**config.mk**
```make
export PLATFORM = sky130hd
export DESIGN_NAME = l1d_tag_store
export DESIGN_NICKNAME = d
export VERILOG_FILES = /design/src/rtl/l1d_pkg.sv /design/src/rtl/l1d_tag_store.sv
export SDC_FILE = /design/constraint.sdc
export NUM_CORES = 2
export LEC_CHECK = 0
export BUFFER_PORTS_ARGS = -buffer_cell sky130_fd_sc_hd__clkbuf_2
export CAP_MARGIN = 20
export CELL_PAD_IN_SITES_DETAIL_PLACEMENT = 0
export CELL_PAD_IN_SITES_GLOBAL_PLACEMENT = 1
export CORE_ASPECT_RATIO = 0.6
export CORE_MARGIN = 5
export CORE_UTILIZATION = 45
export CTS_CLUSTER_DIAMETER = 150
export DETAILED_ROUTE_END_ITERATION = 10
export MAX_ROUTING_LAYER = met4
export PLACE_DENSITY_LB_ADDON = 0.1
export SLEW_MARGIN = 10
export SYNTH_ARGS = -nofsm -noshare
export SYNTH_HDL_FRONTEND = slang
export SYNTH_SLANG_ARGS = --single-unit
```
**constraint.sdc**
```tcl
create_clock -name clk_i -period 3.6 [get_ports clk_i]
set_input_delay 0.72 -clock clk_i [delete_from_list [all_inputs] [get_ports clk_i]]
set_output_delay 0.72 -clock clk_i [all_outputs]
set_load 0.05 [all_outputs]
```
**src/rtl/l1d_pkg.sv**
```systemverilog
package l1d_pkg;

    // Cache geometry
    localparam int ADDR_W     = 32;
    localparam int WORD_W     = 32;
    localparam int BLOCK_W    = 128;
    localparam int NUM_WAYS   = 4;
    localparam int NUM_SETS   = 16;

    // Address fields, low to high
    localparam int BYTE_OFS_W = 2;
    localparam int WORD_SEL_W = 2;
    localparam int SET_IDX_W  = 4;
    localparam int TAG_W      = ADDR_W - SET_IDX_W - WORD_SEL_W - BYTE_OFS_W;

    typedef logic [ADDR_W-1:0]     addr_t;
    typedef logic [WORD_W-1:0]     word_t;
    typedef logic [BLOCK_W-1:0]    block_t;
    typedef logic [TAG_W-1:0]      tag_t;
    typedef logic [SET_IDX_W-1:0]  set_idx_t;
    typedef logic [1:0]            way_idx_t;
    typedef logic [NUM_WAYS-1:0]   way_mask_t;
    typedef logic [WORD_SEL_W-1:0] word_sel_t;

    // Controller states
    typedef enum logic [3:0] {
        IDLE,
        LOOKUP,
        WB_REQ,
        FILL_REQ,
        FILL_WAIT,
        UNC_REQ,
        UNC_WAIT,
        RESP
    } ctrl_state_e;

endpackage
```
**src/rtl/l1d_tag_store.sv**
```systemverilog
`timescale 1ns/1ps

module l1d_tag_store (
    input  logic               clk_i,
    input  logic               rstn_i,
    input  l1d_pkg::set_idx_t  set_i,
    input  l1d_pkg::tag_t      tag_i,
    input  logic               mark_dirty_i,
    input  l1d_pkg::way_idx_t  dirty_way_i,
    input  logic               fill_i,
    input  l1d_pkg::way_idx_t  fill_way_i,
    output l1d_pkg::way_mask_t valid_o,
    output logic               hit_o,
    output l1d_pkg::way_idx_t  hit_way_o,
    input  l1d_pkg::way_idx_t  victim_way_i,
    output logic               victim_dirty_o,
    output l1d_pkg::tag_t      victim_tag_o
);

    l1d_pkg::tag_t      tags_q  [l1d_pkg::NUM_SETS][l1d_pkg::NUM_WAYS];
    l1d_pkg::way_mask_t valid_q [l1d_pkg::NUM_SETS];
    l1d_pkg::way_mask_t dirty_q [l1d_pkg::NUM_SETS];
    l1d_pkg::way_mask_t hit_vec;

    assign valid_o        = valid_q[set_i];
    assign victim_dirty_o = dirty_q[set_i][victim_way_i];
    assign victim_tag_o   = tags_q[set_i][victim_way_i];

    // Compare all ways of the indexed set
    always_comb begin
        hit_o     = 1'b0;
        hit_way_o = '0;
        for (int w = 0; w < l1d_pkg::NUM_WAYS; w++) begin
            hit_vec[w] = valid_q[set_i][w] && (tags_q[set_i][w] == tag_i);
            if (hit_vec[w]) begin
                hit_o     = 1'b1;
                hit_way_o = l1d_pkg::way_idx_t'(w);
            end
        end
    end

    always_ff @(posedge clk_i) begin
        if (!rstn_i) begin
            for (int s = 0; s < l1d_pkg::NUM_SETS; s++) begin
                valid_q[s] <= '0;
                dirty_q[s] <= '0;
            end
        end else begin
            // A fill installs a clean line
            if (fill_i) begin
                valid_q[set_i][fill_way_i] <= 1'b1;
                dirty_q[set_i][fill_way_i] <= 1'b0;
            end
            if (mark_dirty_i) begin
                dirty_q[set_i][dirty_way_i] <= 1'b1;
            end
        end
    end

    always_ff @(posedge clk_i) begin
        if (fill_i) begin
            tags_q[set_i][fill_way_i] <= tag_i;
        end
    end

    // Fills only follow a miss, so a tag never lives in two ways of a set
    assert property (@(posedge clk_i) disable iff (!rstn_i) $onehot0(hit_vec));

endmodule

```
==> metrics.cfg <==
[outcome]
outcome = finished with violations
failed_checks = setup timing

[sta]
finalHoldViolCount = 0
setup_slack_ns = -0.896
setup_viol = 29
min_period_ns = 4.50
max_slew_margin_pct = 29.8
period_share_pct = 125
rsz0062_at_grt = true
skew_ns = 0
drv_slew = 0
tightest_slew_ns = 1.05
max_freq_mhz = 222

[floorplanning]
fp.dieH_um = 313
die_area_um2 = 162000
fp.dieW_um = 516
core_um2 = 153000
pin_count = 70
start_util_pct = 45.3
rows = 111

[hold_path]
hold_path.class = input port to flop
min_from = tag_i[17]

[grt]
grt_first_pass_wirelength_um = 347000
grt_pass1_vias = 41200
grt_usage_pct = 32.4
grt_max_degree = 75
grt_overflow = 0
antenna_found_initial = 14

[synth]
synth_xor_xnor_area_share_pct = 1.29
synthMuxAreaShare_pct = 17.5
yosys.area_share.adder_pct = 0
syn_area_per_cell_um2 = 19.0
netlist_area_um2 = 69100
yosysTopAreaCell = edfxtp_1
yosysWarnings = 0
syn-num-nets = 3676
synth_seq_area_share_pct = 71.4
synth_top_area_share_pct = 69.6
syn-instance-count = 3638
synth_ff_type = edfxtp_1
synth_area_leaders = edfxtp_1 70%, mux4_2 13%, mux2i_1 3.7%
ys_ff_latch = 1664
synth_top_family_by_area = multiplexers
synth_compound_area_share_pct = 4.06
synth-async-reset-ratio_pct = 0
synth_edf_count = 1600
yosysUniqueCellTypes = 72
synthSimpleGateAreaFrac_pct = 3.60

[drt]
vias_per_cell = 6.31
drt_iter0_drc = 6455
dr.pass1.iters = 5
finalWirelength_um = 255000
drt-wirelength-per-cell_um = 37.7
vias = 42700
remaining_drc_errors = 0
ant_nets = 0

[setup_path]
worstSetupStartpoint = set_i[3]
cpPeakStageDelay_ns = 0.40
cp_slowest_cell = mux2_2
end_kind = primary output
cp-start-kind = input port
crit_arrival_ns = 3.78
crit_family = buffers and inverters
crit_required_ns = 2.88
critPathKind = input port to primary output
path_max_fanout = 44
cp_cell_sequence = buf_8, buf_16, buf_16, mux2_2, o22ai_1, o211ai_1, nand3_2, nand4_1, nor4_4, nand4_1, buf_6, o2111ai_4, buf_12
path_buf_inv = 5
rr_startpoint = valid_q[15][2]

[clock_network]
cts_hold_buf = 0
cts-root-buf = clkbuf_16
cts_tree = built
htreeDepth = 4
clockBufferDepth = 3
clkSinkCount = 1664
clk_pin_slew_ns = 0.07
cts_buffers = 154
clock_latency_ns = 0.80

[finish]
drive_above_1_share_pct = 43.3
syn_to_final_growth_pct = 28.0
layout_commonest_cell = edfxtp_1
fin_cells = 6767
nNetsFinal = 4637
final_cell_mix = 1600 x edfxtp_1, 678 x buf_4, 403 x mux4_2

[placement]
place_ws_ns = -1.24
hpwl_um = 176000
gp_congestion = 0.974
dp_cells = 6344
place.port_buffers = 69

[power_and_ir_drop]
ir_drop_mv = 0.490
finalPower_w = 0.0434
power.density_nw_per_um2 = 491
leakage_nw = 30.2

[flow_run]
maxCapViolCount = 0

[worst paths after layout]
check / end / slack [ns] / depth (start not counted)
worst min-delay path: tags_q[11][65] / 0.30 / 2
worst max register to register: valid_q[15][2] / 2.99 / 1
worst max-delay path: hit_o / -0.90 / 13
worst min register to register: valid_q[11][1] / 0.47 / 1
[state kept, by name, indices dropped and copies added, names as in the netlist]
register  count
dirty_q      64
valid_q      64
tags_q     1536
[through the flow]
step	setup TNS (ns)	cell area, µm²	hold slack [ns]	utilization (%)
3_5_place_dp	-20.05	79700	0.453	52.2
4_1_cts	-11.30	87400	0.237	57.3
2_1_floorplan	-0.784	69400	0.435	-
6_report	-11.50	88400	0.300	57.9
3_3_place_gp	-20.22	79700	0.441	52.2
5_1_grt	-12.36	88400	0.270	57.9
[synthesized netlist by cell type, types with 16 or more instances]
| library cell | number |
|---|---|
| buf_1 | 17 |
| buf_2 | 61 |
| inv_1 | 17 |
| nor2_1 | 195 |
| o21ai_0 | 64 |
| a211oi_1 | 20 |
| dfxtp_1 | 64 |
| xor2_1 | 24 |
| buf_6 | 27 |
| a21oi_1 | 48 |
| xnor2_1 | 78 |
| o22ai_1 | 25 |
| clkbuf_1 | 74 |
| mux2_2 | 41 |
| a22oi_1 | 43 |
| nand2_1 | 162 |
| or3b_2 | 65 |
| mux4_2 | 403 |
| buf_4 | 45 |
| edfxtp_1 | 1600 |
| nand3_1 | 24 |
| a31oi_1 | 16 |
| o211ai_1 | 19 |
| o21a_1 | 69 |
| mux2i_1 | 257 |
| a221oi_1 | 28 |
[power by group]
part	internal (W)	switching, W
Sequential	0.0214	0.0000455
Clock	0.00952	0.00742
Combinational	0.00216	0.00289
[layout make-up]
class,count,area (µm²)
diodes,8,20.0
clock buffers,193,4150
clock inverters,89,1020
fillers,11400,64200
inverters,26,113
multi-input cells,1720,20100
flip-flops and latches,1664,49300
well taps,2034,2540
repair buffers,1033,11200
[layer usage]
| layer | global-route usage [%] | wire length [µm] | vias to the layer above |
|---|---|---|---|
| li1 | - | - | 16900 |
| met1 | 49.1 | 111000 | 22800 |
| met2 | 43.3 | 106000 | 2631 |
| met3 | 9.20 | 31400 | 334 |
| met4 | 7.65 | 6180 | 0 |
| met5 | - | 0 | - |
[cells by family after synthesis]
kind of cell	count (synthesis)
flip-flops	1664
multiplexers	701
AND/OR/NAND/NOR	518
AO/OA/AOI/OAI	399
buffers and inverters	254
XOR/XNOR	102
[timing repair]
action | CTS | global route
resized for setup | 365 | 164
setup endpoints to repair | 31 | 32
cloned | 8 | 3
pin swaps | 49 | 46
setup buffers | 80 | 68
Note: power is estimated with default switching activity, not from simulation.
