===== src/rtl/l1d_pkg.sv =====
package l1d_pkg;

    // Cache geometry
    localparam int ADDR_W     = 32;
    localparam int WORD_W     = 32;
    localparam int BLOCK_W    = 128;
    localparam int NUM_WAYS   = 4;
    localparam int NUM_SETS   = 16;

    // Address fields, low to high
    localparam int BYTE_OFS_W = 2;
    localparam int WORD_SEL_W = 2;
    localparam int SET_IDX_W  = 4;
    localparam int TAG_W      = ADDR_W - SET_IDX_W - WORD_SEL_W - BYTE_OFS_W;

    typedef logic [ADDR_W-1:0]     addr_t;
    typedef logic [WORD_W-1:0]     word_t;
    typedef logic [BLOCK_W-1:0]    block_t;
    typedef logic [TAG_W-1:0]      tag_t;
    typedef logic [SET_IDX_W-1:0]  set_idx_t;
    typedef logic [1:0]            way_idx_t;
    typedef logic [NUM_WAYS-1:0]   way_mask_t;
    typedef logic [WORD_SEL_W-1:0] word_sel_t;

    // Controller states
    typedef enum logic [3:0] {
        IDLE,
        LOOKUP,
        WB_REQ,
        FILL_REQ,
        FILL_WAIT,
        UNC_REQ,
        UNC_WAIT,
        RESP
    } ctrl_state_e;

endpackage

===== src/rtl/l1d_ctrl.sv =====
`timescale 1ns/1ps

module l1d_ctrl (
    input  logic               clk_i,
    input  logic               rstn_i,
    input  logic               req_valid_i,
    input  logic               req_write_i,
    input  logic               req_uncached_i,
    input  l1d_pkg::addr_t     req_addr_i,
    input  l1d_pkg::word_t     req_data_i,
    output logic               req_ready_o,
    output logic               resp_valid_o,
    output l1d_pkg::word_t     resp_data_o,
    input  logic               resp_ready_i,
    output logic               bus_req_valid_o,
    output logic               bus_req_write_o,
    output logic               bus_req_uncached_o,
    output l1d_pkg::addr_t     bus_req_addr_o,
    output l1d_pkg::block_t    bus_req_block_o,
    input  logic               bus_req_ready_i,
    input  logic               bus_resp_valid_i,
    input  l1d_pkg::block_t    bus_resp_block_i,
    output logic               bus_resp_ready_o,
    output l1d_pkg::set_idx_t  set_o,
    output l1d_pkg::tag_t      tag_o,
    output l1d_pkg::word_sel_t word_sel_o,
    input  logic               hit_i,
    input  l1d_pkg::way_idx_t  hit_way_i,
    input  l1d_pkg::way_idx_t  victim_way_i,
    input  logic               victim_dirty_i,
    input  l1d_pkg::tag_t      victim_tag_i,
    input  l1d_pkg::word_t     rd_word_i,
    input  l1d_pkg::block_t    rd_block_i,
    input  logic               valid_all_i,
    output logic               mark_dirty_o,
    output logic               wr_word_o,
    output logic               fill_o,
    output l1d_pkg::way_idx_t  fill_way_o,
    output logic               advance_o
);

    l1d_pkg::ctrl_state_e state_q, state_d;
    l1d_pkg::addr_t       addr_q;
    l1d_pkg::word_t       data_q;
    logic                 write_q;
    l1d_pkg::way_idx_t    way_q;
    l1d_pkg::addr_t       wb_addr_q;
    l1d_pkg::block_t      wb_block_q;
    logic                 resp_valid_q;
    l1d_pkg::word_t       resp_data_q;
    logic                 resp_load;

    assign word_sel_o = addr_q[l1d_pkg::BYTE_OFS_W +: l1d_pkg::WORD_SEL_W];
    assign set_o = addr_q[l1d_pkg::BYTE_OFS_W + l1d_pkg::WORD_SEL_W +: l1d_pkg::SET_IDX_W];
    assign tag_o = addr_q[l1d_pkg::ADDR_W-1 -: l1d_pkg::TAG_W];

    assign req_ready_o  = (state_q == l1d_pkg::IDLE);
    assign resp_valid_o = resp_valid_q;
    assign resp_data_o  = resp_data_q;

    // Bus fields come from registers that hold still in the request states
    assign bus_req_valid_o    = state_q inside {l1d_pkg::WB_REQ, l1d_pkg::FILL_REQ,
                                                l1d_pkg::UNC_REQ};
    assign bus_req_write_o    = (state_q == l1d_pkg::WB_REQ) ||
                                (state_q == l1d_pkg::UNC_REQ && write_q);
    assign bus_req_uncached_o = (state_q == l1d_pkg::UNC_REQ);
    assign bus_req_addr_o     = (state_q == l1d_pkg::WB_REQ)  ? wb_addr_q :
                                (state_q == l1d_pkg::UNC_REQ) ? addr_q :
                                {tag_o, set_o, {(l1d_pkg::WORD_SEL_W + l1d_pkg::BYTE_OFS_W){1'b0}}};
    assign bus_req_block_o    = (state_q == l1d_pkg::WB_REQ) ? wb_block_q :
                                {{(l1d_pkg::BLOCK_W - l1d_pkg::WORD_W){1'b0}}, data_q};
    assign bus_resp_ready_o   = state_q inside {l1d_pkg::FILL_WAIT, l1d_pkg::UNC_WAIT};

    // Store strobes
    assign mark_dirty_o = (state_q == l1d_pkg::RESP) && write_q;
    assign wr_word_o    = mark_dirty_o;
    assign fill_o       = (state_q == l1d_pkg::FILL_WAIT) && bus_resp_valid_i;
    assign advance_o    = (state_q == l1d_pkg::LOOKUP) && !hit_i && valid_all_i;
    assign fill_way_o   = (state_q != l1d_pkg::LOOKUP) ? way_q :
                          hit_i ? hit_way_i : victim_way_i;

    // Cached read response is picked from the hit way on the first RESP cycle
    assign resp_load = (state_q == l1d_pkg::RESP) && !write_q && !resp_valid_q;

    always_comb begin
        state_d = state_q;
        unique case (state_q)
            l1d_pkg::IDLE: begin
                if (req_valid_i) begin
                    state_d = req_uncached_i ? l1d_pkg::UNC_REQ : l1d_pkg::LOOKUP;
                end
            end
            l1d_pkg::LOOKUP: begin
                if (hit_i) begin
                    state_d = l1d_pkg::RESP;
                end else if (victim_dirty_i) begin
                    state_d = l1d_pkg::WB_REQ;
                end else begin
                    state_d = l1d_pkg::FILL_REQ;
                end
            end
            l1d_pkg::WB_REQ: begin
                if (bus_req_ready_i) state_d = l1d_pkg::FILL_REQ;
            end
            l1d_pkg::FILL_REQ: begin
                if (bus_req_ready_i) state_d = l1d_pkg::FILL_WAIT;
            end
            // Look up again after the fill, which now hits
            l1d_pkg::FILL_WAIT: begin
                if (bus_resp_valid_i) state_d = l1d_pkg::LOOKUP;
            end
            l1d_pkg::UNC_REQ: begin
                if (bus_req_ready_i) state_d = write_q ? l1d_pkg::IDLE : l1d_pkg::UNC_WAIT;
            end
            l1d_pkg::UNC_WAIT: begin
                if (bus_resp_valid_i) state_d = l1d_pkg::RESP;
            end
            l1d_pkg::RESP: begin
                if (write_q || (resp_valid_q && resp_ready_i)) state_d = l1d_pkg::IDLE;
            end
            default: state_d = l1d_pkg::IDLE;
        endcase
    end

    always_ff @(posedge clk_i) begin
        if (!rstn_i) begin
            state_q      <= l1d_pkg::IDLE;
            resp_valid_q <= 1'b0;
        end else begin
            state_q <= state_d;
            if ((state_q == l1d_pkg::UNC_WAIT && bus_resp_valid_i) || resp_load) begin
                resp_valid_q <= 1'b1;
            end else if (resp_valid_q && resp_ready_i) begin
                resp_valid_q <= 1'b0;
            end
        end
    end

    always_ff @(posedge clk_i) begin
        if (req_valid_i && req_ready_o) begin
            addr_q  <= req_addr_i;
            data_q  <= req_data_i;
            write_q <= req_write_i;
        end
        if (state_q == l1d_pkg::LOOKUP) begin
            way_q      <= fill_way_o;
            wb_addr_q  <= {victim_tag_i, set_o,
                           {(l1d_pkg::WORD_SEL_W + l1d_pkg::BYTE_OFS_W){1'b0}}};
            wb_block_q <= rd_block_i;
        end
        if (state_q == l1d_pkg::UNC_WAIT && bus_resp_valid_i) begin
            resp_data_q <= bus_resp_block_i[l1d_pkg::WORD_W-1:0];
        end else if (resp_load) begin
            resp_data_q <= rd_word_i;
        end
    end

    assert property (@(posedge clk_i) disable iff (!rstn_i)
        bus_req_valid_o && !bus_req_ready_i |=> bus_req_valid_o && $stable(bus_req_write_o)
            && $stable(bus_req_addr_o) && $stable(bus_req_block_o));

    assert property (@(posedge clk_i) disable iff (!rstn_i)
        resp_valid_o && !resp_ready_i |=> resp_valid_o && $stable(resp_data_o));

endmodule


===== config.mk =====
export PLATFORM = sky130hd
export DESIGN_NAME = l1d_ctrl
export DESIGN_NICKNAME = d
export VERILOG_FILES = /design/src/rtl/l1d_pkg.sv /design/src/rtl/l1d_ctrl.sv
export SDC_FILE = /design/constraint.sdc
export NUM_CORES = 1
export LEC_CHECK = 0
export BUFFER_PORTS_ARGS = -buffer_cell sky130_fd_sc_hd__buf_2
export CORE_AREA = 5 5 237 239
export DETAILED_ROUTE_END_ITERATION = 7
export DIE_AREA = 0 0 242 244
export SETUP_SLACK_MARGIN = 0.05
export SKIP_LAST_GASP = 1
export SLEW_MARGIN = 20
export SYNTH_ARGS = -nofsm -noshare
export SYNTH_HDL_FRONTEND = slang
export SYNTH_SLANG_ARGS = --single-unit

===== constraint.sdc =====
create_clock -name clk_i -period 8.55 [get_ports clk_i]
set_input_delay 0.4275 -clock clk_i [delete_from_list [all_inputs] [get_ports clk_i]]
set_output_delay 0.4275 -clock clk_i [all_outputs]
set_load 0.005 [all_outputs]

==> reports/metrics.yaml <==
layout:
  fin_nets: 1581
  num-fill-cells: 5435
  final_cell_area_mm2: 0.0155
  area_growth_pct: 52.3
  fin_util_pct: 29.0
  drive_gt1_share_pct: 53.6
grt:
  antenna_found_initial: 6
  grt_pass1_wl_um: 47000
  groute.usage.overall_pct: 10.2
  grt_max_degree: 101
  grt_pass1_vias: 7702
  gr-total-overflow: 0
sta:
  slew_viol_final: 0
  rsz0062_at_grt: "false"
  fin_crit_sh_pct: 47.1
  timing.hold.ws_ps: 49.4
  tightest_slew_ps: 1090
  finalClockSkew_ps: 7.61
  fmax_mhz: 249
  min_period_ps: 4020
  relSlewSlack_pct: 27.1
  setup_tns_ps: 0
  hold_viol: 0
  setup_viol: 0
power_and_ir_drop:
  pwr_density_cell_mw_per_mm2: 271
  p_switching_mw: 1.19
  peakVddDrop_v: 0.000133
  comb_power_share_pct: 24.4
  swShare_pct: 28.3
  pwr-share-clk_pct: 30.5
  p_int_mw: 3.01
  power_frac_seq_pct: 45.2
  p_leak_nw: 6.44
worst_setup_path:
  path_max_fanout: 100
  worst_setup_path_start_kind: "register"
  crit_arrival_ps: 3600
  worstSetupPathType: "register to primary output"
  r2r_setup_slack_ps: 5690
  critPathCaptureType: "primary output"
  required_ps: 8120
cts:
  clockBufferDepth: 3
  cts_tree: "yes"
  clkSinkCount: 259
  cts_resized: 0
  cts_made_buffers: 29
  cts_hold_buf: 118
  ctsHtreeMaxLevel: 1
  insertion_delay_ps: 550
  cts_setup_buffers: 0
  clk_pin_slew_worst_paths_ps: 60
  root_buffer: "clkbuf_16"
synthesis:
  yosys_warnings: 0
  synthCells: 562
  syn_avg_cell_area_um2: 18.1
  synth_nets: 953
  ys_types: 37
  syn_area_mm2: 0.0102
  ys_ff_latch: 259
  ys_seq_area_share_pct: 75.9
detailed_routing:
  post_drt_wl_per_cell_um: 17.0
  first_pass_iters: 4
  totalWireLength_um: 32500
  viasPerCell: 3.73
  met1Wirelength_um: 12000
  vias: 7125
  ant_nets: 0
  wl_met3_um: 2510
  maxUsedRoutingLayer: "met5"
  drc_errors: 0
  drtIter0Drc: 244
  wl_met2_um: 17000
place:
  io_buffers: 528
  place_area_mm2: 0.0134
  hpwl_um: 23600
  gp_congestion: 0.808
outcome:
  outcome: "finished clean"
die:
  chipHeight_um: 244
  die_w_um: 242
  io_pins: 625
  initial_core_util_pct: 19.0
  die_area_mm2: 0.0590
  core_mm2: 0.0536
  rows: 85
worst_hold_path:
  worstHoldPathType: "input pin to register"
run:
  cap_violations: 0
[through the flow]
step	cells	setup WS, ps	power [mW]
after floorplan	562	84.2	2.51
after detailed placement	1737	4960	2.94
after global routing	1908	4150	4.43
after global placement	1736	5010	2.90
after CTS	1907	4360	4.29
final	1909	4530	4.20
[per-layer routing]
layer | track usage, % | vias to the layer above
met5 | 0 | -
met1 | 11.2 | 3408
met3 | 3.28 | 53
met4 | 3.07 | 4
met2 | 18.8 | 344
li1 | - | 3316
[cells in the mapped netlist]
cell / instances / area share (%)
a211oi_2: 1 / 0.12
buf_2: 4 / 0.20
dfxtp_1: 4 / 0.79
buf_6: 4 / 0.44
inv_1: 4 / 0.15
o21bai_1: 1 / 0.074
a21o_1: 1 / 0.074
o211ai_1: 1 / 0.074
mux2i_1: 4 / 0.39
clkbuf_2: 8 / 0.39
nor3b_1: 1 / 0.074
o21a_1: 1 / 0.074
nand2b_4: 1 / 0.14
a221o_1: 1 / 0.098
nor2_1: 10 / 0.37
xor2_1: 1 / 0.086
o31ai_1: 1 / 0.074
nand2_1: 2 / 0.074
a31oi_1: 1 / 0.061
a221oi_2: 1 / 0.15
a221oi_1: 1 / 0.086
mux2_2: 62 / 6.9
nand3_1: 1 / 0.049
nand4b_2: 1 / 0.15
o21ai_0: 4 / 0.20
nor3_1: 4 / 0.20
nor3b_4: 1 / 0.18
a21oi_1: 5 / 0.25
buf_4: 37 / 2.7
and2_1: 101 / 6.2
nor2b_1: 2 / 0.12
clkbuf_8: 3 / 0.41
edfxtp_1: 255 / 75
or2b_2: 1 / 0.086
nor4b_1: 1 / 0.086
mux2_1: 30 / 3.3
a22oi_1: 1 / 0.074
[layout make-up]
class	instances	area (um2)	share of cell area (%)
timing repair buffer	653	3900	25.1
multi-input combinational	243	2030	13.1
tap	696	871	5.61
antenna	2	5.00	0.0322
inverter	4	15.0	0.0967
sequential	259	7740	49.9
clock buffer	37	756	4.87
clock inverter	15	214	1.38
[power groups by stage]
stage          Combinational, mW  Clock, mW  Sequential (mW)
6_report                    1.02       1.28             1.90
5_1_grt                     1.13       1.38             1.93
4_1_cts                     1.06       1.33             1.90
3_5_place_dp                1.02          0             1.92
3_3_place_gp               0.993          0             1.91
2_1_floorplan              0.578          0             1.94
[state kept, by name, summed over array words and instances, names as in the netlist]
name,count
way_q,2
data_q,32
addr_q,32
wb_addr_q,28
resp_valid_o,1
wb_block_q,128
write_q,1
state_q,3
resp_data_o,32
[cells by family (layout without fill, tap and decap cells)]
family                    after synthesis  after routing  synth area share, %
other                                   0              2                    0
xor gates and xnor gates                1              1               0.0860
muxes                                  96             96                 10.6
DFF                                   259            259                 75.9
and+or+nand+nor                       126            126                 7.72
AOI/OAI and AO/OA                      20             20                 1.40
buffers and inverters                  60            709                 4.31
[cell usage in the layout, fill, tap and decap left out, types with 2 or more instances in the layout]
cell	netlist	routed
a21oi_1	5	5
and2_1	101	100
buf_2	4	528
buf_4	37	6
bufinv_16	0	5
clkbuf_1	0	8
clkbuf_16	0	29
clkinv_2	0	4
clkinv_4	0	2
clkinvlp_4	0	3
dfxtp_1	4	4
diode_2	0	2
dlygate4sd3_1	0	118
edfxtp_1	255	255
inv_1	4	4
mux2_1	30	30
mux2_2	62	62
mux2i_1	4	4
nand2_1	2	2
nor2_1	10	8
nor2b_1	2	2
nor3_1	4	4
o21ai_0	4	4
[path summary, 6_finish.rpt]
| check | start | end | depth (start not counted) |
|---|---|---|---|
| max | state_q[1] | bus_req_block_o[1] | 5 |
| max reg2reg | state_q[0] | wb_block_q[108] | 4 |
| min reg2reg | addr_q[4] | wb_addr_q[4] | 0 |
| min | rd_block_i[31] | wb_block_q[31] | 1 |
[worst max-delay path, cell delays in order, from the launching register on]
cell and delay (ps):
dfxtp_1 690, nor3b_4 270, buf_4 680, buf_4 710, mux2_1 400, buf_2 180
(Power assumes the default switching activity.)
