[config.mk]
export PLATFORM = sky130hd
export DESIGN_NAME = l1d_victim_sel
export DESIGN_NICKNAME = d
export VERILOG_FILES = /design/src/rtl/l1d_pkg.sv /design/src/rtl/l1d_victim_sel.sv
export SDC_FILE = /design/constraint.sdc
export NUM_CORES = 1
export LEC_CHECK = 0
export ABC_AREA = 1
export BUFFER_PORTS_ARGS = -buffer_cell sky130_fd_sc_hd__buf_2
export CORE_AREA = 5 5 42 44
export CTS_BUF_LIST = sky130_fd_sc_hd__clkbuf_16
export DETAILED_ROUTE_END_ITERATION = 7
export DIE_AREA = 0 0 47 49
export GPL_TIMING_DRIVEN = 0
export PLACE_DENSITY = 0.3
export SYNTH_ARGS = -nofsm -noshare
export SYNTH_HDL_FRONTEND = slang
export SYNTH_SLANG_ARGS = --single-unit
[constraint.sdc]
create_clock -name clk_i -period 1.5 [get_ports clk_i]
set_clock_uncertainty 0.2 [all_clocks]
set_input_delay 0 -clock clk_i [delete_from_list [all_inputs] [get_ports clk_i]]
set_output_delay 0 -clock clk_i [all_outputs]
set_load 0.005 [all_outputs]
[src/rtl/l1d_pkg.sv]
package l1d_pkg;

    // Cache geometry
    localparam int ADDR_W     = 32;
    localparam int WORD_W     = 32;
    localparam int BLOCK_W    = 128;
    localparam int NUM_WAYS   = 4;
    localparam int NUM_SETS   = 16;

    // Address fields, low to high
    localparam int BYTE_OFS_W = 2;
    localparam int WORD_SEL_W = 2;
    localparam int SET_IDX_W  = 4;
    localparam int TAG_W      = ADDR_W - SET_IDX_W - WORD_SEL_W - BYTE_OFS_W;

    typedef logic [ADDR_W-1:0]     addr_t;
    typedef logic [WORD_W-1:0]     word_t;
    typedef logic [BLOCK_W-1:0]    block_t;
    typedef logic [TAG_W-1:0]      tag_t;
    typedef logic [SET_IDX_W-1:0]  set_idx_t;
    typedef logic [1:0]            way_idx_t;
    typedef logic [NUM_WAYS-1:0]   way_mask_t;
    typedef logic [WORD_SEL_W-1:0] word_sel_t;

    // Controller states
    typedef enum logic [3:0] {
        IDLE,
        LOOKUP,
        WB_REQ,
        FILL_REQ,
        FILL_WAIT,
        UNC_REQ,
        UNC_WAIT,
        RESP
    } ctrl_state_e;

endpackage
[src/rtl/l1d_victim_sel.sv]
`timescale 1ns/1ps

module l1d_victim_sel (
    input  logic               clk_i,
    input  logic               rstn_i,
    input  l1d_pkg::way_mask_t valid_i,
    input  logic               advance_i,
    output l1d_pkg::way_idx_t  victim_way_o
);

    l1d_pkg::way_idx_t rr_q;

    // Round-robin pointer only moves when a full set loses a line
    always_ff @(posedge clk_i) begin
        if (!rstn_i) begin
            rr_q <= '0;
        end else if (advance_i) begin
            rr_q <= l1d_pkg::way_idx_t'((rr_q + 1) % l1d_pkg::NUM_WAYS);
        end
    end

    // Lowest invalid way wins over the pointer
    always_comb begin
        victim_way_o = rr_q;
        for (int w = l1d_pkg::NUM_WAYS - 1; w >= 0; w--) begin
            if (!valid_i[w]) begin
                victim_way_o = l1d_pkg::way_idx_t'(w);
            end
        end
    end

endmodule

==> results of run 1 <==
-- worst reg2reg max path, delay by kind of cell (launching register included) --
kind / cells / cell delay [ns]
compound gates: 1 / 0.14
flops: 1 / 0.34
simple gates: 2 / 0.13
-- cells in the mapped netlist --
| cell | number | area [um^2] |
|---|---|---|
| sky130_fd_sc_hd__nand2_1 | 3 | 11.3 |
| sky130_fd_sc_hd__clkinv_1 | 1 | 3.75 |
| sky130_fd_sc_hd__nor2_1 | 3 | 11.3 |
| sky130_fd_sc_hd__inv_1 | 4 | 15.0 |
| sky130_fd_sc_hd__dfxtp_1 | 2 | 40.0 |
| sky130_fd_sc_hd__o21ai_0 | 2 | 10.0 |
| sky130_fd_sc_hd__a21oi_1 | 1 | 5.00 |
| sky130_fd_sc_hd__nand3_1 | 2 | 10.0 |
-- routing by layer --
layer / part of all wire / GRT usage / routed length (um) / up-vias
met5: 0 / 0 / 0 / -
met4: 0 / 0.0138 / 0 / 0
met3: 0.18 / 0.0664 / 59 / 0
met2: 0.27 / 0.0339 / 86 / 10
met1: 0.55 / 0.0481 / 178 / 50
li1: - / - / - / 81
-- logic make-up after synthesis --
group,Yosys count
simple gates,8
compound gates,3
flops,2
buf+inv,5
-- worst min-delay path by stage --
| stage | end | slack (ns) |
|---|---|---|
| after floorplan | victim_way_o[0] | -0.14 |
| after global placement | victim_way_o[0] | 0.06 |
| after detailed placement | victim_way_o[0] | 0.05 |
| after CTS | victim_way_o[0] | 0.06 |
| after global routing | victim_way_o[0] | 0.08 |
| final | victim_way_o[0] | 0.06 |
-- cell usage in the layout (no fill, tap or decap), drive strengths merged --
cell         instances
clkinv               1
nand3                2
buf                  8
a21oi                1
inv                  4
nand2                3
nor2                 3
o21ai                2
dlygate4sd3          2
clkbuf               3
dfxtp                2
-- cell type report --
type | instances | area (um^2) | area share
flip-flops and latches | 2 | 40.0 | 0.153
multi-input cells | 11 | 47.5 | 0.182
clock buffers | 3 | 75.1 | 0.287
well taps | 16 | 20.0 | 0.0766
inverters | 5 | 18.8 | 0.0718
repair buffers | 10 | 60.1 | 0.230
-- per-stage QoR --
step                      std cells  power [W]  cell area [um^2]  utilization
after detailed placement         42  0.0000872               166        0.119
after global placement           42  0.0000879               166        0.119
after CTS                        48   0.000494               272        0.194
after floorplan                  18  0.0000726               106            -
final                            47   0.000484               262        0.187
after global routing             47   0.000509               262        0.187
-- power groups by stage --
stage	Clock, W	Combinational, W	Sequential, W
after CTS	0.000401	0.0000333	0.0000599
after floorplan	0	0.0000126	0.0000600
after global placement	0	0.0000272	0.0000607
final	0.000394	0.0000304	0.0000599
after detailed placement	0	0.0000267	0.0000605
after global routing	0.000412	0.0000364	0.0000607
-- what timing repair did --
| action | 4_1_cts | 5_1_grt |
|---|---|---|
| endpoints found under the hold margin | 2 | 0 |
| resized for setup | 0 | 1 |
| endpoints found under the setup margin | 0 | 1 |
| hold buffers | 3 | 0 |
==> flow_summary.html, run 1 <==
<table>
<tr><th>Metric</th><th>Value</th></tr>
<tr><th colspan="2">Logic synthesis</th></tr>
<tr><td>Adder and majority gate portion of the synthesized area</td><td>0</td></tr>
<tr><td>Post-synthesis mux area share</td><td>0</td></tr>
<tr><td>Combinational family with the most area after synthesis</td><td>simple AND/OR/NAND/NOR gates</td></tr>
<tr><td>Synthesized area</td><td>106 um^2</td></tr>
<tr><td>Sequential cell area fraction in the yosys report</td><td>0.376</td></tr>
<tr><td>Xor and xnor area share after synthesis</td><td>0</td></tr>
<tr><td>Fraction of the mapped netlist area in compound gates</td><td>0.141</td></tr>
<tr><td>Number of instances in the synthesized netlist</td><td>18</td></tr>
<tr><td>Share of synthesized cell area in and, or, nand and nor gates</td><td>0.306</td></tr>
<tr><td>Net count of the mapped netlist</td><td>25</td></tr>
<tr><td>Syn_area_per_cell</td><td>5.91 um^2</td></tr>
<tr><td>Total of warnings raised by yosys</td><td>0</td></tr>
<tr><td>Yosys cell types</td><td>8</td></tr>
<tr><td>Synth Register Bits</td><td>2</td></tr>
<tr><th colspan="2">CTS</th></tr>
<tr><td>Clock latency on the worst-skew pair</td><td>0.22 ns</td></tr>
<tr><td>Total number of clock tree sinks</td><td>2</td></tr>
<tr><td>CTS tree</td><td>built</td></tr>
<tr><td>Clk Tree Root Cell</td><td>sky130_fd_sc_hd__clkbuf_16</td></tr>
<tr><td>Max H-tree Level</td><td>1</td></tr>
<tr><td>Max Buffers Root-to-Sink</td><td>2</td></tr>
<tr><td>Clock input transition at the sequential cells of the worst setup and hold paths</td><td>0.03 ns</td></tr>
<tr><td>Number of buffers inserted by post-CTS setup repair</td><td>0</td></tr>
<tr><td>TritonCTS buffer count</td><td>3</td></tr>
<tr><th colspan="2">Drt</th></tr>
<tr><td>Routed wirelength normalized by instance count</td><td>6.89 um</td></tr>
<tr><td>DRC</td><td>0</td></tr>
<tr><td>Routed Antenna Nets</td><td>0</td></tr>
<tr><td>Total via count after detailed routing</td><td>141</td></tr>
<tr><td>Detailed-route vias per instance</td><td>3.00</td></tr>
<tr><td>Drt first pass iters</td><td>4</td></tr>
<tr><td>Initial DRC Count</td><td>4</td></tr>
<tr><td>Total detailed-routing wirelength</td><td>324 um</td></tr>
<tr><th colspan="2">Global routing</th></tr>
<tr><td>Congestion Overflow GR</td><td>0</td></tr>
<tr><td>Overall fraction of global-route tracks in use</td><td>0.0408</td></tr>
<tr><td>Global-route wire length before repair</td><td>586 um</td></tr>
<tr><td>Via count of the first global-routing pass</td><td>157</td></tr>
<tr><td>Largest net degree at the start of global routing</td><td>4</td></tr>
<tr><td>Number of antenna violations at the first check in global routing</td><td>0</td></tr>
<tr><th colspan="2">Setup path</th></tr>
<tr><td>Critical R2R Capture</td><td>rr_q[1]</td></tr>
<tr><td>Critical Setup Path Class</td><td>reg2out</td></tr>
<tr><td>Worst path slowest cell</td><td>sky130_fd_sc_hd__dfxtp_1</td></tr>
<tr><td>Max incr delay on CP</td><td>0.34 ns</td></tr>
<tr><td>Crit-path cells</td><td>inv_1 &gt; nand2_1 &gt; nand2_1 &gt; a21oi_1 &gt; buf_2</td></tr>
<tr><td>Worst reg-to-reg path cell count</td><td>3</td></tr>
<tr><td>Worst reg-to-reg setup slack</td><td>0.57 ns</td></tr>
<tr><td>Endpoint type of the worst setup path</td><td>output pin</td></tr>
<tr><td>Kind of cell with the highest combined delay on the critical path</td><td>flip-flops</td></tr>
<tr><td>Arrival time of data at the critical path endpoint</td><td>0.92 ns</td></tr>
<tr><td>Endpoint of the worst setup timing path</td><td>victim_way_o[0]</td></tr>
<tr><td>Critical Path Source</td><td>rr_q[0]</td></tr>
<tr><td>Source of the worst register-to-register timing path</td><td>rr_q[0]</td></tr>
<tr><td>Sort of element at the start of the critical path</td><td>register</td></tr>
<tr><td>Required time at the worst-slack endpoint</td><td>1.30 ns</td></tr>
<tr><td>Most frequent cell on the critical path</td><td>sky130_fd_sc_hd__nand2_1</td></tr>
<tr><td>Number of gates on the worst path with buffers counted</td><td>5</td></tr>
<tr><td>Buffers &amp; Inverters on Critical Path</td><td>2</td></tr>
<tr><td>Critical Path Fanout Max</td><td>3</td></tr>
<tr><th colspan="2">Power and ir drop</th></tr>
<tr><td>Cell-internal power</td><td>0.000413 W</td></tr>
<tr><td>Power density of the placed cells</td><td>1850 nW/um^2</td></tr>
<tr><td>Sequential share of power</td><td>0.124</td></tr>
<tr><td>Combinational group share of total power</td><td>0.063</td></tr>
<tr><td>Part of the total power dissipated in the clock network</td><td>0.813</td></tr>
<tr><td>Switching component of the power</td><td>0.0000708 W</td></tr>
<tr><td>Maximum resistive drop on vdd</td><td>1070 uV</td></tr>
<tr><td>Switching part of the total power</td><td>0.146</td></tr>
<tr><td>Static leakage</td><td>0.135 nW</td></tr>
<tr><th colspan="2">Timing</th></tr>
<tr><td>Transition time of the tightest slew-check pin</td><td>0.136 ns</td></tr>
<tr><td>Achievable frequency</td><td>889 MHz</td></tr>
<tr><td>Accumulated negative setup slack</td><td>0 ns</td></tr>
<tr><td>Final Hold Fails</td><td>0</td></tr>
<tr><td>Relative slew slack</td><td>0.908</td></tr>
<tr><td>Hold slack final</td><td>0.0558 ns</td></tr>
<tr><td>Fin worst setup slack</td><td>0.375 ns</td></tr>
<tr><td>Setup repair after global routing missed its margin</td><td>no</td></tr>
<tr><td>Max Transition Viols Final</td><td>0</td></tr>
<tr><td>Period utilisation layout</td><td>0.750</td></tr>
<tr><td>Crit path time final</td><td>1.12 ns</td></tr>
<tr><td>Number of endpoints failing setup at the final stage</td><td>0</td></tr>
<tr><th colspan="2">Finish</th></tr>
<tr><td>Biggest registers after layout</td><td>rr_q x2</td></tr>
<tr><td>Post-layout net count</td><td>40</td></tr>
<tr><td>Fraction of layout cells with a size suffix above 1</td><td>0.355</td></tr>
<tr><td>Top reg by flops</td><td>rr_q</td></tr>
<tr><td>Fill cell count</td><td>162</td></tr>
<tr><td>N_diodes</td><td>0</td></tr>
<tr><td>Synth-to-layout area growth</td><td>146%</td></tr>
<tr><td>Max reg flops</td><td>2</td></tr>
<tr><th colspan="2">Floorplanning</th></tr>
<tr><td>Site Rows</td><td>14</td></tr>
<tr><td>Core outline area</td><td>1400 um^2</td></tr>
<tr><td>Top Ports</td><td>9</td></tr>
<tr><td>Floorplan die area</td><td>2300 um^2</td></tr>
<tr><td>Die H</td><td>49 um</td></tr>
<tr><td>Overall die width</td><td>47 um</td></tr>
<tr><td>Initial core utilization</td><td>0.0759</td></tr>
<tr><th colspan="2">Place</th></tr>
<tr><td>Dpl ws</td><td>0.569 ns</td></tr>
<tr><td>Detailed placement HPWL</td><td>252 um</td></tr>
<tr><td>Number of port buffers</td><td>8</td></tr>
<tr><td>Final weighted congestion in routability-driven placement</td><td>0.593</td></tr>
<tr><th colspan="2">Status</th></tr>
<tr><td>Result of the run</td><td>finished, final reports clean</td></tr>
<tr><th colspan="2">Min path</th></tr>
<tr><td>Start point of the worst min-delay path</td><td>valid_i[1]</td></tr>
<tr><td>Worst hold stages</td><td>3</td></tr>
<tr><td>Class of the tightest hold or removal check</td><td>in2out</td></tr>
<tr><th colspan="2">Run</th></tr>
<tr><td>Maximum capacitance violations</td><td>0</td></tr>
</table>
(Power assumes the default switching activity.)
==> inputs of run 2 (changes only) <==
clock period = 0.95 ns   (was 1.5 ns; I/O delays follow)
==> run 2 against run 1 <==
Net effect:
- non-clock buffer count decreased by 1
- the flow now finishes with violations (hold timing, setup timing)
- highest routed layer unchanged
- total power increased by 58%
- cell area decreased by 2.9%
==> flow_summary.html, run 2 (same netlist as run 1, synthesis figures left out) <==
<table>
<tr><th>Metric</th><th>Value</th></tr>
<tr><th colspan="2">Status</th></tr>
<tr><td>Result of the run</td><td>finished with violations (was finished, final reports clean)</td></tr>
<tr><td>Violations in the final reports</td><td>hold timing, setup timing</td></tr>
<tr><th colspan="2">Setup path</th></tr>
<tr><td>Worst reg-to-reg path cell count</td><td>4 (was 3)</td></tr>
<tr><td>Arrival time of data at the critical path endpoint</td><td>0.89 ns (was 0.92 ns)</td></tr>
<tr><td>Endpoint type of the worst setup path</td><td>output pin (unchanged)</td></tr>
<tr><td>Critical Path Fanout Max</td><td>3 (unchanged)</td></tr>
<tr><td>Critical R2R Capture</td><td>rr_q[1] (unchanged)</td></tr>
<tr><td>Most frequent cell on the critical path</td><td>sky130_fd_sc_hd__nand2_1 (unchanged)</td></tr>
<tr><td>Sort of element at the start of the critical path</td><td>register (unchanged)</td></tr>
<tr><td>Required time at the worst-slack endpoint</td><td>0.75 ns (was 1.30 ns)</td></tr>
<tr><td>Max incr delay on CP</td><td>0.33 ns (was 0.34 ns)</td></tr>
<tr><td>Crit-path cells</td><td>inv_2 &gt; nand2_1 &gt; nand2_1 &gt; a21oi_1 &gt; buf_2 (was inv_1 &gt; nand2_1 &gt; nand2_1 &gt; a21oi_1 &gt; buf_2)</td></tr>
<tr><td>Worst path slowest cell</td><td>sky130_fd_sc_hd__dfxtp_2 (was sky130_fd_sc_hd__dfxtp_1)</td></tr>
<tr><td>Critical Setup Path Class</td><td>reg2out (unchanged)</td></tr>
<tr><td>Worst reg-to-reg setup slack</td><td>0.03 ns (was 0.57 ns)</td></tr>
<tr><td>Source of the worst register-to-register timing path</td><td>rr_q[0] (unchanged)</td></tr>
<tr><th colspan="2">Finish</th></tr>
<tr><td>N_diodes</td><td>0 (unchanged)</td></tr>
<tr><td>Fraction of layout cells with a size suffix above 1</td><td>0.500 (was 0.355)</td></tr>
<tr><td>Total area of sequential cells</td><td>42.5 um^2 (was 40.0 um^2)</td></tr>
<tr><td>Fill cell count</td><td>164 (was 162)</td></tr>
<tr><td>Leading cell type in the layout, fill and taps excluded</td><td>sky130_fd_sc_hd__buf_2 (unchanged)</td></tr>
<tr><td>Max reg flops</td><td>2 (unchanged)</td></tr>
<tr><td>Post-layout net count</td><td>39 (was 40)</td></tr>
<tr><td>Post-route standard cell area excluding fillers</td><td>254 um^2 (was 262 um^2)</td></tr>
<tr><td>Biggest registers after layout</td><td>rr_q x2 (unchanged)</td></tr>
<tr><td>Leading cell types in the layout, fill and taps excluded</td><td>sky130_fd_sc_hd__buf_2 (8), sky130_fd_sc_hd__nand2_1 (3), sky130_fd_sc_hd__nor2_1 (3), sky130_fd_sc_hd__clkbuf_16 (3) (was sky130_fd_sc_hd__buf_2 (8), sky130_fd_sc_hd__inv_1 (4), sky130_fd_sc_hd__nand2_1 (3), sky130_fd_sc_hd__nor2_1 (3), sky130_fd_sc_hd__clkbuf_16 (3))</td></tr>
<tr><td>Top reg by flops</td><td>rr_q (unchanged)</td></tr>
<tr><td>Multi-input logic area</td><td>47.5 um^2 (unchanged)</td></tr>
<tr><td>Synth-to-layout area growth</td><td>139% (was 146%)</td></tr>
<tr><th colspan="2">Global routing</th></tr>
<tr><td>Via count of the first global-routing pass</td><td>151 (was 157)</td></tr>
<tr><td>Overall fraction of global-route tracks in use</td><td>0.0401 (was 0.0408)</td></tr>
<tr><td>Global-route wire length before repair</td><td>572 um (was 586 um)</td></tr>
<tr><td>Number of antenna violations at the first check in global routing</td><td>0 (unchanged)</td></tr>
<tr><td>Largest net degree at the start of global routing</td><td>4 (unchanged)</td></tr>
<tr><td>Congestion Overflow GR</td><td>0 (unchanged)</td></tr>
<tr><th colspan="2">Place</th></tr>
<tr><td>Detailed placement HPWL</td><td>252 um (unchanged)</td></tr>
<tr><td>Cell Area, Placed</td><td>166 um^2 (unchanged)</td></tr>
<tr><td>Dpl ws</td><td>0.0187 ns (was 0.569 ns)</td></tr>
<tr><td>Number of port buffers</td><td>8 (unchanged)</td></tr>
<tr><td>Final weighted congestion in routability-driven placement</td><td>0.593 (unchanged)</td></tr>
<tr><th colspan="2">Floorplanning</th></tr>
<tr><td>Core outline area</td><td>1400 um^2 (unchanged)</td></tr>
<tr><td>Site Rows</td><td>14 (unchanged)</td></tr>
<tr><td>Floorplan die area</td><td>2300 um^2 (unchanged)</td></tr>
<tr><td>Die H</td><td>49 um (unchanged)</td></tr>
<tr><td>Initial core utilization</td><td>0.0759 (unchanged)</td></tr>
<tr><td>Top Ports</td><td>9 (unchanged)</td></tr>
<tr><td>Overall die width</td><td>47 um (unchanged)</td></tr>
<tr><th colspan="2">CTS</th></tr>
<tr><td>Clock input transition at the sequential cells of the worst setup and hold paths</td><td>0.03 ns (about the same)</td></tr>
<tr><td>Total number of clock tree sinks</td><td>2 (unchanged)</td></tr>
<tr><td>CTS tree</td><td>built (unchanged)</td></tr>
<tr><td>Clk Tree Root Cell</td><td>sky130_fd_sc_hd__clkbuf_16 (unchanged)</td></tr>
<tr><td>TritonCTS buffer count</td><td>3 (unchanged)</td></tr>
<tr><td>Clock latency on the worst-skew pair</td><td>0.22 ns (about the same)</td></tr>
<tr><td>Max Buffers Root-to-Sink</td><td>2 (unchanged)</td></tr>
<tr><td>Hold buffers post-CTS</td><td>1 (was 3)</td></tr>
<tr><td>Max H-tree Level</td><td>1 (unchanged)</td></tr>
<tr><th colspan="2">Timing</th></tr>
<tr><td>Achievable frequency</td><td>915 MHz</td></tr>
<tr><td>Final Hold Fails</td><td>2 (was 0)</td></tr>
<tr><td>Number of endpoints failing setup at the final stage</td><td>2 (was 0)</td></tr>
<tr><td>Hold slack final</td><td>-0.138 ns (was 0.0558 ns)</td></tr>
<tr><td>Setup repair after global routing missed its margin</td><td>yes (was no)</td></tr>
<tr><td>Fin worst setup slack</td><td>-0.143 ns (was 0.375 ns)</td></tr>
<tr><td>Transition time of the tightest slew-check pin</td><td>0.150 ns (was 0.136 ns)</td></tr>
<tr><td>Relative slew slack</td><td>0.899 (was 0.908)</td></tr>
<tr><td>Period utilisation layout</td><td>1.15</td></tr>
<tr><td>Crit path time final</td><td>1.09 ns</td></tr>
<tr><td>Max Transition Viols Final</td><td>0 (unchanged)</td></tr>
<tr><th colspan="2">Drt</th></tr>
<tr><td>Total detailed-routing wirelength</td><td>315 um (was 324 um)</td></tr>
<tr><td>DRC</td><td>0 (unchanged)</td></tr>
<tr><td>Routed wirelength normalized by instance count</td><td>6.85 um (was 6.89 um)</td></tr>
<tr><td>Drt first pass iters</td><td>4 (unchanged)</td></tr>
<tr><td>Initial DRC Count</td><td>8 (was 4)</td></tr>
<tr><td>Routed Antenna Nets</td><td>0 (unchanged)</td></tr>
<tr><td>Total via count after detailed routing</td><td>144 (was 141)</td></tr>
<tr><td>Detailed-route vias per instance</td><td>3.13 (was 3.00)</td></tr>
<tr><th colspan="2">Power and ir drop</th></tr>
<tr><td>Static leakage</td><td>0.131 nW (was 0.135 nW)</td></tr>
<tr><td>Maximum resistive drop on vdd</td><td>1670 uV (was 1070 uV)</td></tr>
<tr><td>Power density of the placed cells</td><td>3010 nW/um^2 (was 1850 nW/um^2)</td></tr>
<tr><th colspan="2">Min path</th></tr>
<tr><td>Class of the tightest hold or removal check</td><td>in2reg (was in2out)</td></tr>
<tr><td>Start point of the worst min-delay path</td><td>advance_i (was valid_i[1])</td></tr>
<tr><td>Hold endpoint</td><td>rr_q[0] (was victim_way_o[0])</td></tr>
<tr><td>Worst hold stages</td><td>3 (unchanged)</td></tr>
<tr><th colspan="2">Run</th></tr>
<tr><td>Maximum capacitance violations</td><td>0 (unchanged)</td></tr>
</table>
[run 2: cell types whose count changed in the layout (fill, tap and decap cells not counted), sizes merged]
cell	change
dlygate4sd3	-1
[run 2: critical path, delay by kind of cell (launching register included)]
family,cells,cell delay (ns)
AO/OA/AOI/OAI,1,0.10
buffers and inverters,2,0.15
flip-flops,1,0.33
AND/OR/NAND/NOR,2,0.09
[run 2: worst max-delay path by stage]
stage	start	slack [ns]	cells past startpoint	end
global placement	rr_q[0]	-0.02	3	rr_q[1]
global route	rr_q[0]	-0.22	5	victim_way_o[0]
finish	rr_q[0]	-0.14	5	victim_way_o[0]
detailed placement	rr_q[0]	0.02	3	rr_q[1]
CTS	rr_q[0]	-0.15	5	victim_way_o[0]
floorplan	rr_q[0]	0.08	3	rr_q[1]
[run 2: per-layer routing]
metal / global-route usage / vias to the layer above / wire length (um)
met1: 0.0460 / 54 / 168
li1: - / 80 / -
met2: 0.0339 / 10 / 82
met4: 0.0138 / 0 / 0
met3: 0.0664 / 0 / 64
met5: 0 / - / 0
[run 2: cell type report]
cell class	count	share of cell area
clock buffers	3	0.296
repair buffers	9	0.197
multi-input cells	11	0.187
flip-flops and latches	2	0.167
well taps	16	0.0788
inverters	5	0.0739
[run 2: repair_timing]
action,CTS,global route
endpoints found under the setup margin,2,3
buffers inserted,0,0
gates cloned,0,0
resized for setup,4,1
hold endpoints to repair,2,2
[run 2: per-stage QoR]
step	setup TNS, ns	utilization	instances	hold WS, ns	power (W)
detailed placement	0	0.119	42	0.0545	0.000138
global placement	-0.0152	0.119	42	0.0595	0.000139
global route	-0.426	0.181	46	-0.111	0.000803
floorplan	0	-	18	-0.145	0.000115
finish	-0.241	0.181	46	-0.138	0.000765
CTS	-0.252	0.181	46	-0.141	0.000776
[run 2: power by group]
group / switching [W] / leakage (nW) / internal [W] / total, W
combinational: 0.0000211 / 0.0770 / 0.0000245 / 0.0000456
clock: 0.0000874 / 0.0370 / 0.000535 / 0.000622
sequential: 0.00000454 / 0.0172 / 0.0000923 / 0.0000968
